[config.mk]
export PLATFORM = sky130hd
export DESIGN_NAME = armCore
export DESIGN_NICKNAME = d
export VERILOG_FILES = /design/src/armBusPkg.sv /design/src/armIsaPkg.sv /design/src/armCore.sv /design/src/execDatapath.sv /design/src/fetchUnit.sv /design/src/instrDecoder.sv /design/src/loadStoreUnit.sv /design/src/memArbiter.sv
export SDC_FILE = /design/constraint.sdc
export NUM_CORES = 2
export LEC_CHECK = 0
export BUFFER_PORTS_ARGS = -buffer_cell sky130_fd_sc_hd__buf_2
export CORE_MARGIN = 1
export CORE_UTILIZATION = 41
export CTS_BUF_LIST = sky130_fd_sc_hd__clkbuf_8 sky130_fd_sc_hd__clkbuf_16
export CTS_CLUSTER_SIZE = 10
export DETAILED_ROUTE_END_ITERATION = 8
export SYNTH_ARGS = -nofsm -noshare
export SYNTH_HDL_FRONTEND = slang
export SYNTH_HIERARCHICAL = 1
export SYNTH_SLANG_ARGS = --single-unit
[constraint.sdc]
create_clock -name clk -period 18.14 [get_ports clk]
set_clock_uncertainty 0.15 [all_clocks]
set_input_delay 0.907 -clock clk [delete_from_list [all_inputs] [get_ports clk]]
set_output_delay 0.907 -clock clk [all_outputs]
set_load 0.02 [all_outputs]
[src/armBusPkg.sv]
package armBusPkg;

   localparam int dataWidth    = 32;
   localparam int addrWidth    = 32;
   localparam int regAddrWidth = 4;

   // Requesters on the shared memory port
   localparam int numRequesters = 2;
   localparam int reqIdWidth    = $clog2(numRequesters);
   localparam int reqFetch      = 0;
   localparam int reqData       = 1;

endpackage

[src/armIsaPkg.sv]
package armIsaPkg;

   // One instruction word, three decodings
   typedef union packed {
      struct packed {
         logic [3:0]  cond;
         logic [1:0]  op;
         logic        immFlag;   // 1 for imm8 operand
         logic [3:0]  opcode;
         logic        sBit;      // Update NZCV
         logic [3:0]  rn;
         logic [3:0]  rd;
         logic [11:0] operand;   // imm8 or {8'b0, rm}
      } dp;
      struct packed {
         logic [3:0]  cond;
         logic [1:0]  op;
         logic [4:0]  puBW;      // Fixed I, P, U, B, W bits
         logic        load;      // 1 = LDR, 0 = STR
         logic [3:0]  rn;
         logic [3:0]  rd;
         logic [11:0] imm12;
      } mem;
      struct packed {
         logic [3:0]  cond;
         logic [1:0]  op;
         logic        brFlag;    // Always 1 for B
         logic        link;      // BL not supported
         logic [23:0] imm24;
      } br;
   } instrWord_u;

   localparam logic [1:0] opDataProc = 2'b00;
   localparam logic [1:0] opMemory   = 2'b01;
   localparam logic [1:0] opBranch   = 2'b10;

   // Data-processing opcodes, bits 24:21
   localparam logic [3:0] dpAnd = 4'b0000;
   localparam logic [3:0] dpEor = 4'b0001;
   localparam logic [3:0] dpSub = 4'b0010;
   localparam logic [3:0] dpAdd = 4'b0100;
   localparam logic [3:0] dpCmp = 4'b1010;
   localparam logic [3:0] dpOrr = 4'b1100;

   localparam logic [2:0] aluAdd = 3'd0;
   localparam logic [2:0] aluSub = 3'd1;
   localparam logic [2:0] aluAnd = 3'd2;
   localparam logic [2:0] aluOrr = 3'd3;
   localparam logic [2:0] aluEor = 3'd4;

   localparam logic [1:0] immSel8      = 2'd0;
   localparam logic [1:0] immSel12     = 2'd1;
   localparam logic [1:0] immSelBranch = 2'd2;

   localparam logic [3:0] condEq     = 4'b0000;
   localparam logic [3:0] condNe     = 4'b0001;
   localparam logic [3:0] condCs     = 4'b0010;
   localparam logic [3:0] condCc     = 4'b0011;
   localparam logic [3:0] condMi     = 4'b0100;
   localparam logic [3:0] condPl     = 4'b0101;
   localparam logic [3:0] condVs     = 4'b0110;
   localparam logic [3:0] condVc     = 4'b0111;
   localparam logic [3:0] condHi     = 4'b1000;
   localparam logic [3:0] condLs     = 4'b1001;
   localparam logic [3:0] condGe     = 4'b1010;
   localparam logic [3:0] condLt     = 4'b1011;
   localparam logic [3:0] condGt     = 4'b1100;
   localparam logic [3:0] condLe     = 4'b1101;
   localparam logic [3:0] condAlways = 4'b1110;

   // Bit positions in the NZCV vector
   localparam int flagN = 3;
   localparam int flagZ = 2;
   localparam int flagC = 1;
   localparam int flagV = 0;

   localparam logic [3:0] pcRegIndex = 4'd15;

endpackage

[src/armCore.sv]
`timescale 1ns/1ps

module armCore (
   input  logic                           clk,
   input  logic                           reset,
   output logic                           memValid,
   input  logic                           memReady,
   output logic [armBusPkg::addrWidth-1:0] memAddr,
   output logic                           memWrite,
   output logic [armBusPkg::dataWidth-1:0] memWdata,
   input  logic [armBusPkg::dataWidth-1:0] memRdata
);
   import armIsaPkg::*;
   import armBusPkg::*;

   logic                 fetchValid, fetchReady;
   logic [addrWidth-1:0] fetchAddr;
   logic                 dataValid, dataReady, dataWrite, dataDone;
   logic [addrWidth-1:0] dataAddr, dataAddrIn;
   logic [dataWidth-1:0] dataWdata, storeData;
   instrWord_u           instr;
   logic [addrWidth-1:0] pc, branchTarget;
   logic                 memReq, memStore, pcLoad, retire;
   logic                 regWrite, aluSrcImm, resultFromMem;
   logic [2:0]           aluOp;
   logic [1:0]           immSel;
   logic [3:0]           aluFlags;

   fetchUnit i_fetchUnit (
      .clk(clk), .reset(reset),
      .fetchValid(fetchValid), .fetchAddr(fetchAddr), .fetchReady(fetchReady),
      .memRdata(memRdata), .instr(instr), .pc(pc),
      .memReq(memReq), .dataDone(dataDone),
      .pcLoad(pcLoad), .branchTarget(branchTarget), .retire(retire));

   loadStoreUnit i_loadStoreUnit (
      .clk(clk), .reset(reset),
      .memReq(memReq), .memStore(memStore),
      .dataAddrIn(dataAddrIn), .storeData(storeData),
      .dataValid(dataValid), .dataAddr(dataAddr), .dataWrite(dataWrite),
      .dataWdata(dataWdata), .dataReady(dataReady), .dataDone(dataDone));

   memArbiter i_memArbiter (
      .clk(clk), .reset(reset),
      .fetchValid(fetchValid), .fetchAddr(fetchAddr),
      .dataValid(dataValid), .dataAddr(dataAddr),
      .dataWrite(dataWrite), .dataWdata(dataWdata),
      .fetchReady(fetchReady), .dataReady(dataReady),
      .memValid(memValid), .memReady(memReady), .memAddr(memAddr),
      .memWrite(memWrite), .memWdata(memWdata));

   instrDecoder i_instrDecoder (
      .clk(clk), .reset(reset),
      .instr(instr), .aluFlags(aluFlags), .retire(retire),
      .regWrite(regWrite), .memReq(memReq), .memStore(memStore),
      .aluSrcImm(aluSrcImm), .aluOp(aluOp), .immSel(immSel),
      .resultFromMem(resultFromMem), .pcLoad(pcLoad));

   execDatapath i_execDatapath (
      .clk(clk), .reset(reset),
      .instr(instr), .pc(pc), .retire(retire), .regWrite(regWrite),
      .aluSrcImm(aluSrcImm), .aluOp(aluOp), .immSel(immSel),
      .resultFromMem(resultFromMem), .memRdata(memRdata),
      .aluFlags(aluFlags), .dataAddrIn(dataAddrIn),
      .storeData(storeData), .branchTarget(branchTarget));

endmodule

[src/execDatapath.sv]
`timescale 1ns/1ps

module execDatapath (
   input  logic                            clk,
   input  logic                            reset,
   input  armIsaPkg::instrWord_u           instr,
   input  logic [armBusPkg::addrWidth-1:0] pc,
   input  logic                            retire,
   input  logic                            regWrite,
   input  logic                            aluSrcImm,
   input  logic [2:0]                      aluOp,
   input  logic [1:0]                      immSel,
   input  logic                            resultFromMem,
   input  logic [armBusPkg::dataWidth-1:0] memRdata,
   output logic [3:0]                      aluFlags,
   output logic [armBusPkg::addrWidth-1:0] dataAddrIn,
   output logic [armBusPkg::dataWidth-1:0] storeData,
   output logic [armBusPkg::addrWidth-1:0] branchTarget
);
   import armIsaPkg::*;
   import armBusPkg::*;

   logic [dataWidth-1:0]    regFile [0:14];   // R0 to R14
   logic [dataWidth-1:0]    pcPlus8;
   logic [regAddrWidth-1:0] raA, raB;
   logic [dataWidth-1:0]    srcA, regB, srcB, extImm;
   logic [dataWidth-1:0]    bOperand, aluResult, result;
   logic [dataWidth:0]      sum;                // Carry out in top bit
   logic                    subtract;

   assign pcPlus8 = pc + dataWidth'(8);

   // Branch adds its offset to R15
   assign raA = (immSel == immSelBranch) ? pcRegIndex : instr.dp.rn;
   assign raB = instr.dp.operand[regAddrWidth-1:0];

   assign srcA      = (raA == pcRegIndex) ? pcPlus8 : regFile[raA];
   assign regB      = (raB == pcRegIndex) ? pcPlus8 : regFile[raB];
   assign storeData = (instr.mem.rd == pcRegIndex) ? pcPlus8 : regFile[instr.mem.rd];

   always_comb begin
      case (immSel)
         immSel8:      extImm = {24'b0, instr.dp.operand[7:0]};
         immSel12:     extImm = {20'b0, instr.mem.imm12};
         immSelBranch: extImm = {{6{instr.br.imm24[23]}}, instr.br.imm24, 2'b00};
         default:      extImm = '0;
      endcase
   end

   assign srcB = aluSrcImm ? extImm : regB;

   // Subtract as A + ~B + 1
   assign subtract = (aluOp == aluSub);
   assign bOperand = subtract ? ~srcB : srcB;
   assign sum      = {1'b0, srcA} + {1'b0, bOperand} + (dataWidth + 1)'(subtract);

   always_comb begin
      case (aluOp)
         aluAnd:  aluResult = srcA & srcB;
         aluOrr:  aluResult = srcA | srcB;
         aluEor:  aluResult = srcA ^ srcB;
         default: aluResult = sum[dataWidth-1:0];   // aluAdd, aluSub
      endcase
   end

   always_comb begin
      aluFlags[flagN] = aluResult[dataWidth-1];
      aluFlags[flagZ] = (aluResult == '0);
      aluFlags[flagC] = sum[dataWidth];
      aluFlags[flagV] = ~(srcA[dataWidth-1] ^ bOperand[dataWidth-1]) &
                        (srcA[dataWidth-1] ^ sum[dataWidth-1]);
   end

   assign dataAddrIn   = aluResult;                 // rn + imm12
   assign result       = resultFromMem ? memRdata : aluResult;
   assign branchTarget = result;

   // Write-back on retire; rd of 15 never reaches here
   always_ff @(posedge clk or posedge reset) begin
      if (reset) begin
         for (int i = 0; i < 15; i++)
            regFile[i] <= '0;
      end else if (retire && regWrite) begin
         regFile[instr.dp.rd] <= result;
      end
   end

endmodule

[src/fetchUnit.sv]
`timescale 1ns/1ps

module fetchUnit (
   input  logic                            clk,
   input  logic                            reset,
   output logic                            fetchValid,
   output logic [armBusPkg::addrWidth-1:0] fetchAddr,
   input  logic                            fetchReady,
   input  logic [armBusPkg::dataWidth-1:0] memRdata,
   output armIsaPkg::instrWord_u           instr,
   output logic [armBusPkg::addrWidth-1:0] pc,
   input  logic                            memReq,
   input  logic                            dataDone,
   input  logic                            pcLoad,
   input  logic [armBusPkg::addrWidth-1:0] branchTarget,
   output logic                            retire
);
   import armBusPkg::*;

   logic                 execPhase;   // 0 = fetch, 1 = execute
   logic                 running;     // Low for one cycle after reset
   logic [addrWidth-1:0] pcNext;

   assign fetchValid = running & ~execPhase;
   assign fetchAddr  = pc;

   // Retire once any data access of this instruction is done
   assign retire = execPhase & (~memReq | dataDone);
   assign pcNext = pcLoad ? branchTarget : pc + addrWidth'(4);

   always_ff @(posedge clk or posedge reset) begin
      if (reset) begin
         running   <= 1'b0;
         execPhase <= 1'b0;
         pc        <= '0;
         instr     <= '0;
      end else begin
         running <= 1'b1;
         if (fetchValid && fetchReady) begin
            instr     <= memRdata;    // Read data valid in transfer cycle
            execPhase <= 1'b1;
         end else if (retire) begin
            instr     <= '0;          // ANDEQ r0: no memory request while fetching
            pc        <= pcNext;
            execPhase <= 1'b0;
         end
      end
   end

endmodule

[src/instrDecoder.sv]
`timescale 1ns/1ps

module instrDecoder (
   input  logic                  clk,
   input  logic                  reset,
   input  armIsaPkg::instrWord_u instr,
   input  logic [3:0]            aluFlags,
   input  logic                  retire,
   output logic                  regWrite,
   output logic                  memReq,
   output logic                  memStore,
   output logic                  aluSrcImm,
   output logic [2:0]            aluOp,
   output logic [1:0]            immSel,
   output logic                  resultFromMem,
   output logic                  pcLoad
);
   import armIsaPkg::*;

   logic [3:0] flags;        // NZCV
   logic       condPass;
   logic       isDp, isMem, isBranch;
   logic       writesRd;     // Before condition gating
   logic       flagWrite;
   logic       logicOp;      // AND, ORR, EOR keep C and V

   assign isDp     = (instr.dp.op == opDataProc);
   assign isMem    = (instr.mem.op == opMemory);
   assign isBranch = (instr.br.op == opBranch);

   // ALU decode
   always_comb begin
      aluOp = aluAdd;        // Address and branch target by default
      if (isDp) begin
         case (instr.dp.opcode)
            dpAdd:        aluOp = aluAdd;
            dpSub, dpCmp: aluOp = aluSub;
            dpAnd:        aluOp = aluAnd;
            dpOrr:        aluOp = aluOrr;
            dpEor:        aluOp = aluEor;
            default:      aluOp = aluAdd;
         endcase
      end
   end

   assign logicOp   = (aluOp == aluAnd) | (aluOp == aluOrr) | (aluOp == aluEor);
   assign writesRd  = (isDp & (instr.dp.opcode != dpCmp)) | (isMem & instr.mem.load);
   assign flagWrite = isDp & (instr.dp.sBit | (instr.dp.opcode == dpCmp)) & condPass;

   always_comb begin
      case (instr.dp.cond)
         condEq:     condPass = flags[flagZ];
         condNe:     condPass = ~flags[flagZ];
         condCs:     condPass = flags[flagC];
         condCc:     condPass = ~flags[flagC];
         condMi:     condPass = flags[flagN];
         condPl:     condPass = ~flags[flagN];
         condVs:     condPass = flags[flagV];
         condVc:     condPass = ~flags[flagV];
         condHi:     condPass = flags[flagC] & ~flags[flagZ];
         condLs:     condPass = ~flags[flagC] | flags[flagZ];
         condGe:     condPass = (flags[flagN] == flags[flagV]);
         condLt:     condPass = (flags[flagN] != flags[flagV]);
         condGt:     condPass = ~flags[flagZ] & (flags[flagN] == flags[flagV]);
         condLe:     condPass = flags[flagZ] | (flags[flagN] != flags[flagV]);
         condAlways: condPass = 1'b1;
         default:    condPass = 1'b0;   // 1111 never executes
      endcase
   end

   // R15 is the PC, not a register file entry
   assign regWrite = writesRd & condPass & (instr.dp.rd != pcRegIndex);
   assign pcLoad   = condPass & (isBranch |
                     (isDp & writesRd & (instr.dp.rd == pcRegIndex)));
   assign memReq   = isMem & condPass;
   assign memStore = ~instr.mem.load;

   assign aluSrcImm     = isDp ? instr.dp.immFlag : 1'b1;
   assign immSel        = isMem ? immSel12 : (isBranch ? immSelBranch : immSel8);
   assign resultFromMem = isMem;

   always_ff @(posedge clk or posedge reset) begin
      if (reset) begin
         flags <= '0;
      end else if (retire && flagWrite) begin
         flags[flagN] <= aluFlags[flagN];
         flags[flagZ] <= aluFlags[flagZ];
         if (!logicOp) begin
            flags[flagC] <= aluFlags[flagC];
            flags[flagV] <= aluFlags[flagV];
         end
      end
   end

endmodule

[src/loadStoreUnit.sv]
`timescale 1ns/1ps

module loadStoreUnit (
   input  logic                            clk,
   input  logic                            reset,
   input  logic                            memReq,
   input  logic                            memStore,
   input  logic [armBusPkg::addrWidth-1:0] dataAddrIn,
   input  logic [armBusPkg::dataWidth-1:0] storeData,
   output logic                            dataValid,
   output logic [armBusPkg::addrWidth-1:0] dataAddr,
   output logic                            dataWrite,
   output logic [armBusPkg::dataWidth-1:0] dataWdata,
   input  logic                            dataReady,
   output logic                            dataDone
);

   logic doneFlag;   // Access of this execute phase already made
   logic issue;

   assign issue    = memReq & ~dataValid & ~doneFlag;
   assign dataDone = dataValid & dataReady;

   always_ff @(posedge clk or posedge reset) begin
      if (reset) begin
         dataValid <= 1'b0;
         dataWrite <= 1'b0;
         doneFlag  <= 1'b0;
      end else begin
         if (dataDone) begin
            dataValid <= 1'b0;
            doneFlag  <= 1'b1;
         end else if (issue) begin
            dataValid <= 1'b1;
            dataWrite <= memStore;
         end
         if (!memReq)
            doneFlag <= 1'b0;     // Rearm for the next instruction
      end
   end

   // Request fields latched once, stable under back-pressure
   always_ff @(posedge clk) begin
      if (issue) begin
         dataAddr  <= dataAddrIn;
         dataWdata <= storeData;
      end
   end

endmodule

[src/memArbiter.sv]
`timescale 1ns/1ps

module memArbiter (
   input  logic                            clk,
   input  logic                            reset,
   input  logic                            fetchValid,
   input  logic [armBusPkg::addrWidth-1:0] fetchAddr,
   input  logic                            dataValid,
   input  logic [armBusPkg::addrWidth-1:0] dataAddr,
   input  logic                            dataWrite,
   input  logic [armBusPkg::dataWidth-1:0] dataWdata,
   output logic                            fetchReady,
   output logic                            dataReady,
   output logic                            memValid,
   input  logic                            memReady,
   output logic [armBusPkg::addrWidth-1:0] memAddr,
   output logic                            memWrite,
   output logic [armBusPkg::dataWidth-1:0] memWdata
);
   import armBusPkg::*;

   logic                  busy;    // Grant locked, transfer pending
   logic [reqIdWidth-1:0] owner;
   logic [reqIdWidth-1:0] grant;
   logic                  dataSel;

   // Data first when idle, otherwise keep the locked owner
   always_comb begin
      if (busy)
         grant = owner;
      else if (dataValid)
         grant = reqIdWidth'(reqData);
      else
         grant = reqIdWidth'(reqFetch);
   end

   assign dataSel  = (grant == reqIdWidth'(reqData));
   assign memValid = dataSel ? dataValid : fetchValid;
   assign memAddr  = dataSel ? dataAddr : fetchAddr;
   assign memWrite = dataSel & dataWrite;      // Fetches always read
   assign memWdata = dataSel ? dataWdata : '0;

   assign dataReady  = dataSel & memReady;
   assign fetchReady = ~dataSel & memReady;

   always_ff @(posedge clk or posedge reset) begin
      if (reset) begin
         busy  <= 1'b0;
         owner <= reqIdWidth'(reqFetch);
      end else if (memValid && !memReady) begin
         busy  <= 1'b1;
         owner <= grant;
      end else if (memValid && memReady) begin
         busy <= 1'b0;          // Released on transfer
      end
   end

endmodule

==> flow_summary.rst <==
.. list-table::
   :header-rows: 1

   * - Metric
     - Value
   * - Count of final hold-check violations
     - 0
   * - Die extent in x
     - 323 um
   * - Layout overhead on the synthesized area
     - 8.94%
   * - Least-Margin Pin Slew
     - 1240 ps
   * - Avg Inst Size Synth
     - 9.27 sq um
   * - Start-to-end type of the worst setup path
     - reg -> reg
   * - Synthesized-area fraction occupied by and/or/nand/nor cells
     - 15.0%
   * - Number of global-route vias before repair
     - 34933
   * - Max Clock Freq
     - 123 MHz
   * - DP HPWL
     - 111000 um
   * - Antenna violations before repair
     - 8
   * - Net count reported at finish
     - 4536
   * - Share of Yosys cell area claimed by the top area cell type
     - 32.9%
   * - Iter 0 DRT Violations
     - 4844
   * - Clock tree sinks
     - 619
   * - Wire length of the first global-routing pass
     - 246000 um
   * - Post-synthesis mux area share
     - 18.1%
   * - Starting Density
     - 41.4%
   * - Post-route clock period utilization
     - 45.0%
   * - Crit path capture type
     - flop
   * - Cells resized by post-CTS repair
     - 0
   * - Post-synthesis compound-gate area fraction
     - 19.1%
   * - Placer Congestion
     - 1.06
   * - Max-capacitance violation count
     - 0
   * - Global-route usage over all layers
     - 32.2%
   * - Most frequent cell after synthesis
     - sky130_fd_sc_hd__nand2_1
   * - Number of buffers between clock root and the deepest sink
     - 3
   * - Worst EP arrival
     - 8530 ps
   * - Post-route DRC
     - 0
   * - Number of nets produced by synthesis
     - 4680
   * - Number of placement rows
     - 117
   * - Largest area contributor in the synthesized netlist
     - sky130_fd_sc_hd__dfrtp_1
   * - Setup repair after global routing missed its margin
     - no
   * - Main combinational cell family by area after synthesis
     - compound AO/OA/AOI/OAI gates
   * - Root buffer cell
     - sky130_fd_sc_hd__clkbuf_16
   * - Global Route met2 Usage
     - 48.5%
   * - Fraction of layout cells with a size suffix above 1
     - 16.2%
   * - CTS tree
     - yes
   * - GRT busiest layer
     - met2
   * - Launching element type of the critical path
     - flop
   * - Setup_tns
     - 0 ps
   * - Ranking of synthesized cells by instance count
     - 856 x sky130_fd_sc_hd__nand2_1, 669 x sky130_fd_sc_hd__o21ai_0, 555 x sky130_fd_sc_hd__dfrtp_1, 311 x sky130_fd_sc_hd__clkbuf_1, 234 x sky130_fd_sc_hd__mux4_2
   * - Number of buffers inserted during clock tree synthesis
     - 76
   * - Run status
     - finished clean
   * - DR WL/cell
     - 28.9 um
   * - Remaining max-slew budget at the tightest pin
     - 15.9%
   * - Xor and xnor area share after synthesis
     - 1.70%
   * - Distinct cells, synth
     - 101
   * - DIE AREA
     - 104000 sq um
   * - # IOs
     - 101
   * - Synth warn
     - 6
   * - Largest fanout on the critical path
     - 95
   * - Class of the tightest hold or removal check
     - in -> async
   * - Clock-pin slew of the registers on the worst-case setup and hold paths
     - 60 ps
   * - DR pass1 iterations
     - 6
   * - Pins Over Slew Limit
     - 0
   * - Post-synthesis register bit count
     - 619
   * - Met1 demand-to-capacity share in global routing
     - 44.4%
   * - Met3 Resource Use GR
     - 5.10%
   * - Number of buffers inserted to repair setup after CTS
     - 0
   * - Count of nets left with antenna violations after detail routing
     - 0
   * - Cell count after synthesis
     - 4547
   * - Clock network latency to the later pin of the worst-skew pair
     - 660 ps
   * - Share of flip-flops with an asynchronous set or reset
     - 89.7%
   * - Level count of the clock H-tree
     - 3
   * - Final setup fails
     - 0
   * - Maximum number of pins on one net before global-route repair
     - 176
   * - Die H
     - 323 um
   * - Time the final worst path needs with I/O delays and setup
     - 8160 ps
   * - Netlist area before placement
     - 42200 sq um
   * - Core box area
     - 102000 sq um
   * - Most frequently used flop master after synthesis
     - sky130_fd_sc_hd__dfrtp_1
   * - Hold buffer count at CTS
     - 0
   * - Avg Vias per Cell
     - 6.46
   * - Fraction of the yosys area taken by sequential cells
     - 37.5%
   * - Total number of vias
     - 37556
   * - Sum of overflow across all layers after global routing
     - 0
   * - Largest cells by area after synthesis
     - sky130_fd_sc_hd__dfrtp_1 33%, sky130_fd_sc_hd__mux4_2 13%, sky130_fd_sc_hd__o21ai_0 7.9%
   * - Worst Path Required
     - 18500 ps
   * - Post-synth EDFFs
     - 64
   * - Final wirelength
     - 168000 um
   * - Port buffer count
     - 100
   * - Adder-cell share of the synthesized area
     - 2.93%
-- critical path, stage by stage (launching register included) --
cell	delay, ps
sky130_fd_sc_hd__dfrtp_4	950
sky130_fd_sc_hd__buf_12	500
sky130_fd_sc_hd__inv_1	600
sky130_fd_sc_hd__nand3_1	270
sky130_fd_sc_hd__a41oi_2	200
sky130_fd_sc_hd__nor3_4	370
sky130_fd_sc_hd__inv_2	130
sky130_fd_sc_hd__o31ai_1	570
sky130_fd_sc_hd__inv_1	190
sky130_fd_sc_hd__fa_1	510
sky130_fd_sc_hd__nor2b_1	160
sky130_fd_sc_hd__o31a_1	250
sky130_fd_sc_hd__o21ai_0	330
sky130_fd_sc_hd__a211oi_1	450
sky130_fd_sc_hd__nor2_1	100
sky130_fd_sc_hd__xor2_1	140
sky130_fd_sc_hd__o21ai_0	360
sky130_fd_sc_hd__mux2i_2	1050
sky130_fd_sc_hd__inv_1	90
sky130_fd_sc_hd__nand2_1	110
sky130_fd_sc_hd__nor3_1	50
sky130_fd_sc_hd__a21oi_1	130
sky130_fd_sc_hd__nand3_1	90
-- layout make-up --
cell class | instances | area (sq um)
fill | 9868 | 56000
timing repair buffer | 208 | 1360
multi-input combinational | 3347 | 24200
tap | 1368 | 1710
inverter | 151 | 576
clock buffer | 83 | 2020
antenna | 1 | 2.50
clock inverter | 41 | 226
sequential | 619 | 15800
-- cell families (layout without fill, tap and decap cells) --
| family | count (synthesis) | count (layout) |
|---|---|---|
| buffers and inverters | 581 | 483 |
| AO/OA/AOI/OAI | 1298 | 1298 |
| XOR/XNOR | 82 | 82 |
| adder cells (fa/ha/maj) | 98 | 98 |
| flip-flops | 619 | 619 |
| AND/OR/NAND/NOR | 1408 | 1408 |
| multiplexers | 460 | 460 |
| other | 1 | 2 |
-- final timing paths --
kind                                              from                     endpoint  slack [ps]  cells after the start
setup / recovery                  i_fetchUnit/instr[0]    i_fetchUnit/fetchAddr[24]        9980                     22
setup reg to reg                  i_fetchUnit/instr[0]    i_fetchUnit/fetchAddr[24]        9980                     22
max in group asynchronous                        reset  i_execDatapath/regFile[299]       15130                      4
min in group clk                              memReady            i_memArbiter/busy         340                      2
hold reg to reg            i_execDatapath/regFile[451]  i_execDatapath/regFile[451]         370                      2
hold / removal                                   reset           i_memArbiter/owner          70                      2
-- state kept, by name, indices dropped and copies added (netlist names) --
name,count
i_execDatapath/regFile,480
i_fetchUnit/execPhase,1
i_fetchUnit/fetchAddr,32
i_fetchUnit/instr,32
i_fetchUnit/running,1
i_instrDecoder/flags,4
i_loadStoreUnit/dataAddr,32
i_loadStoreUnit/dataValid,1
i_loadStoreUnit/dataWdata,32
i_loadStoreUnit/dataWrite,1
i_loadStoreUnit/doneFlag,1
i_memArbiter/busy,1
i_memArbiter/owner,1
-- stage by stage --
stage / setup WS [ps] / cell area [sq um] / utilization [%] / instances / hold slack (ps)
after global placement: 10340 / 43700 / 42.9 / 5693 / 346
after global routing: 9640 / 45900 / 45.1 / 5817 / 74.5
final: 9980 / 45900 / 45.1 / 5818 / 65.3
after detailed placement: 10300 / 43700 / 42.9 / 5693 / 360
after floorplan: 3690 / 42200 / - / 4547 / 308
after CTS: 10260 / 45900 / 45.1 / 5817 / 36.3
-- per-layer routing --
layer | routed length [um] | up-vias
li1 | - | 16271
met1 | 68500 | 18628
met2 | 74000 | 2210
met3 | 15900 | 443
met4 | 9820 | 4
met5 | 31 | -
-- cell usage in the layout, fill, tap and decap left out, drive strengths merged, types with 14 or more instances in the layout --
cell / synthesis / final
and3: 17 / 17
mux4: 234 / 234
o21ai: 670 / 670
dfrtp: 555 / 555
nand3: 58 / 58
a31oi: 76 / 76
or4: 16 / 16
a21o: 18 / 18
nor2: 149 / 149
nor3: 65 / 65
xor2: 23 / 23
a21oi: 96 / 96
o22a: 14 / 14
nor2b: 119 / 119
o221ai: 51 / 51
clkbuf: 311 / 83
mux2: 86 / 86
nand2b: 15 / 15
o22ai: 38 / 38
a21boi: 16 / 16
o211ai: 49 / 49
xnor2: 59 / 59
nand2: 856 / 856
inv: 150 / 182
buf: 119 / 208
ha: 97 / 97
a22o: 38 / 38
a311oi: 33 / 33
nand4: 38 / 38
a211oi: 91 / 91
mux2i: 140 / 140
edfxtp: 64 / 64
Power is not shown: default switching activity piles up to over one toggle a cycle in this logic, so the estimate is an artifact.
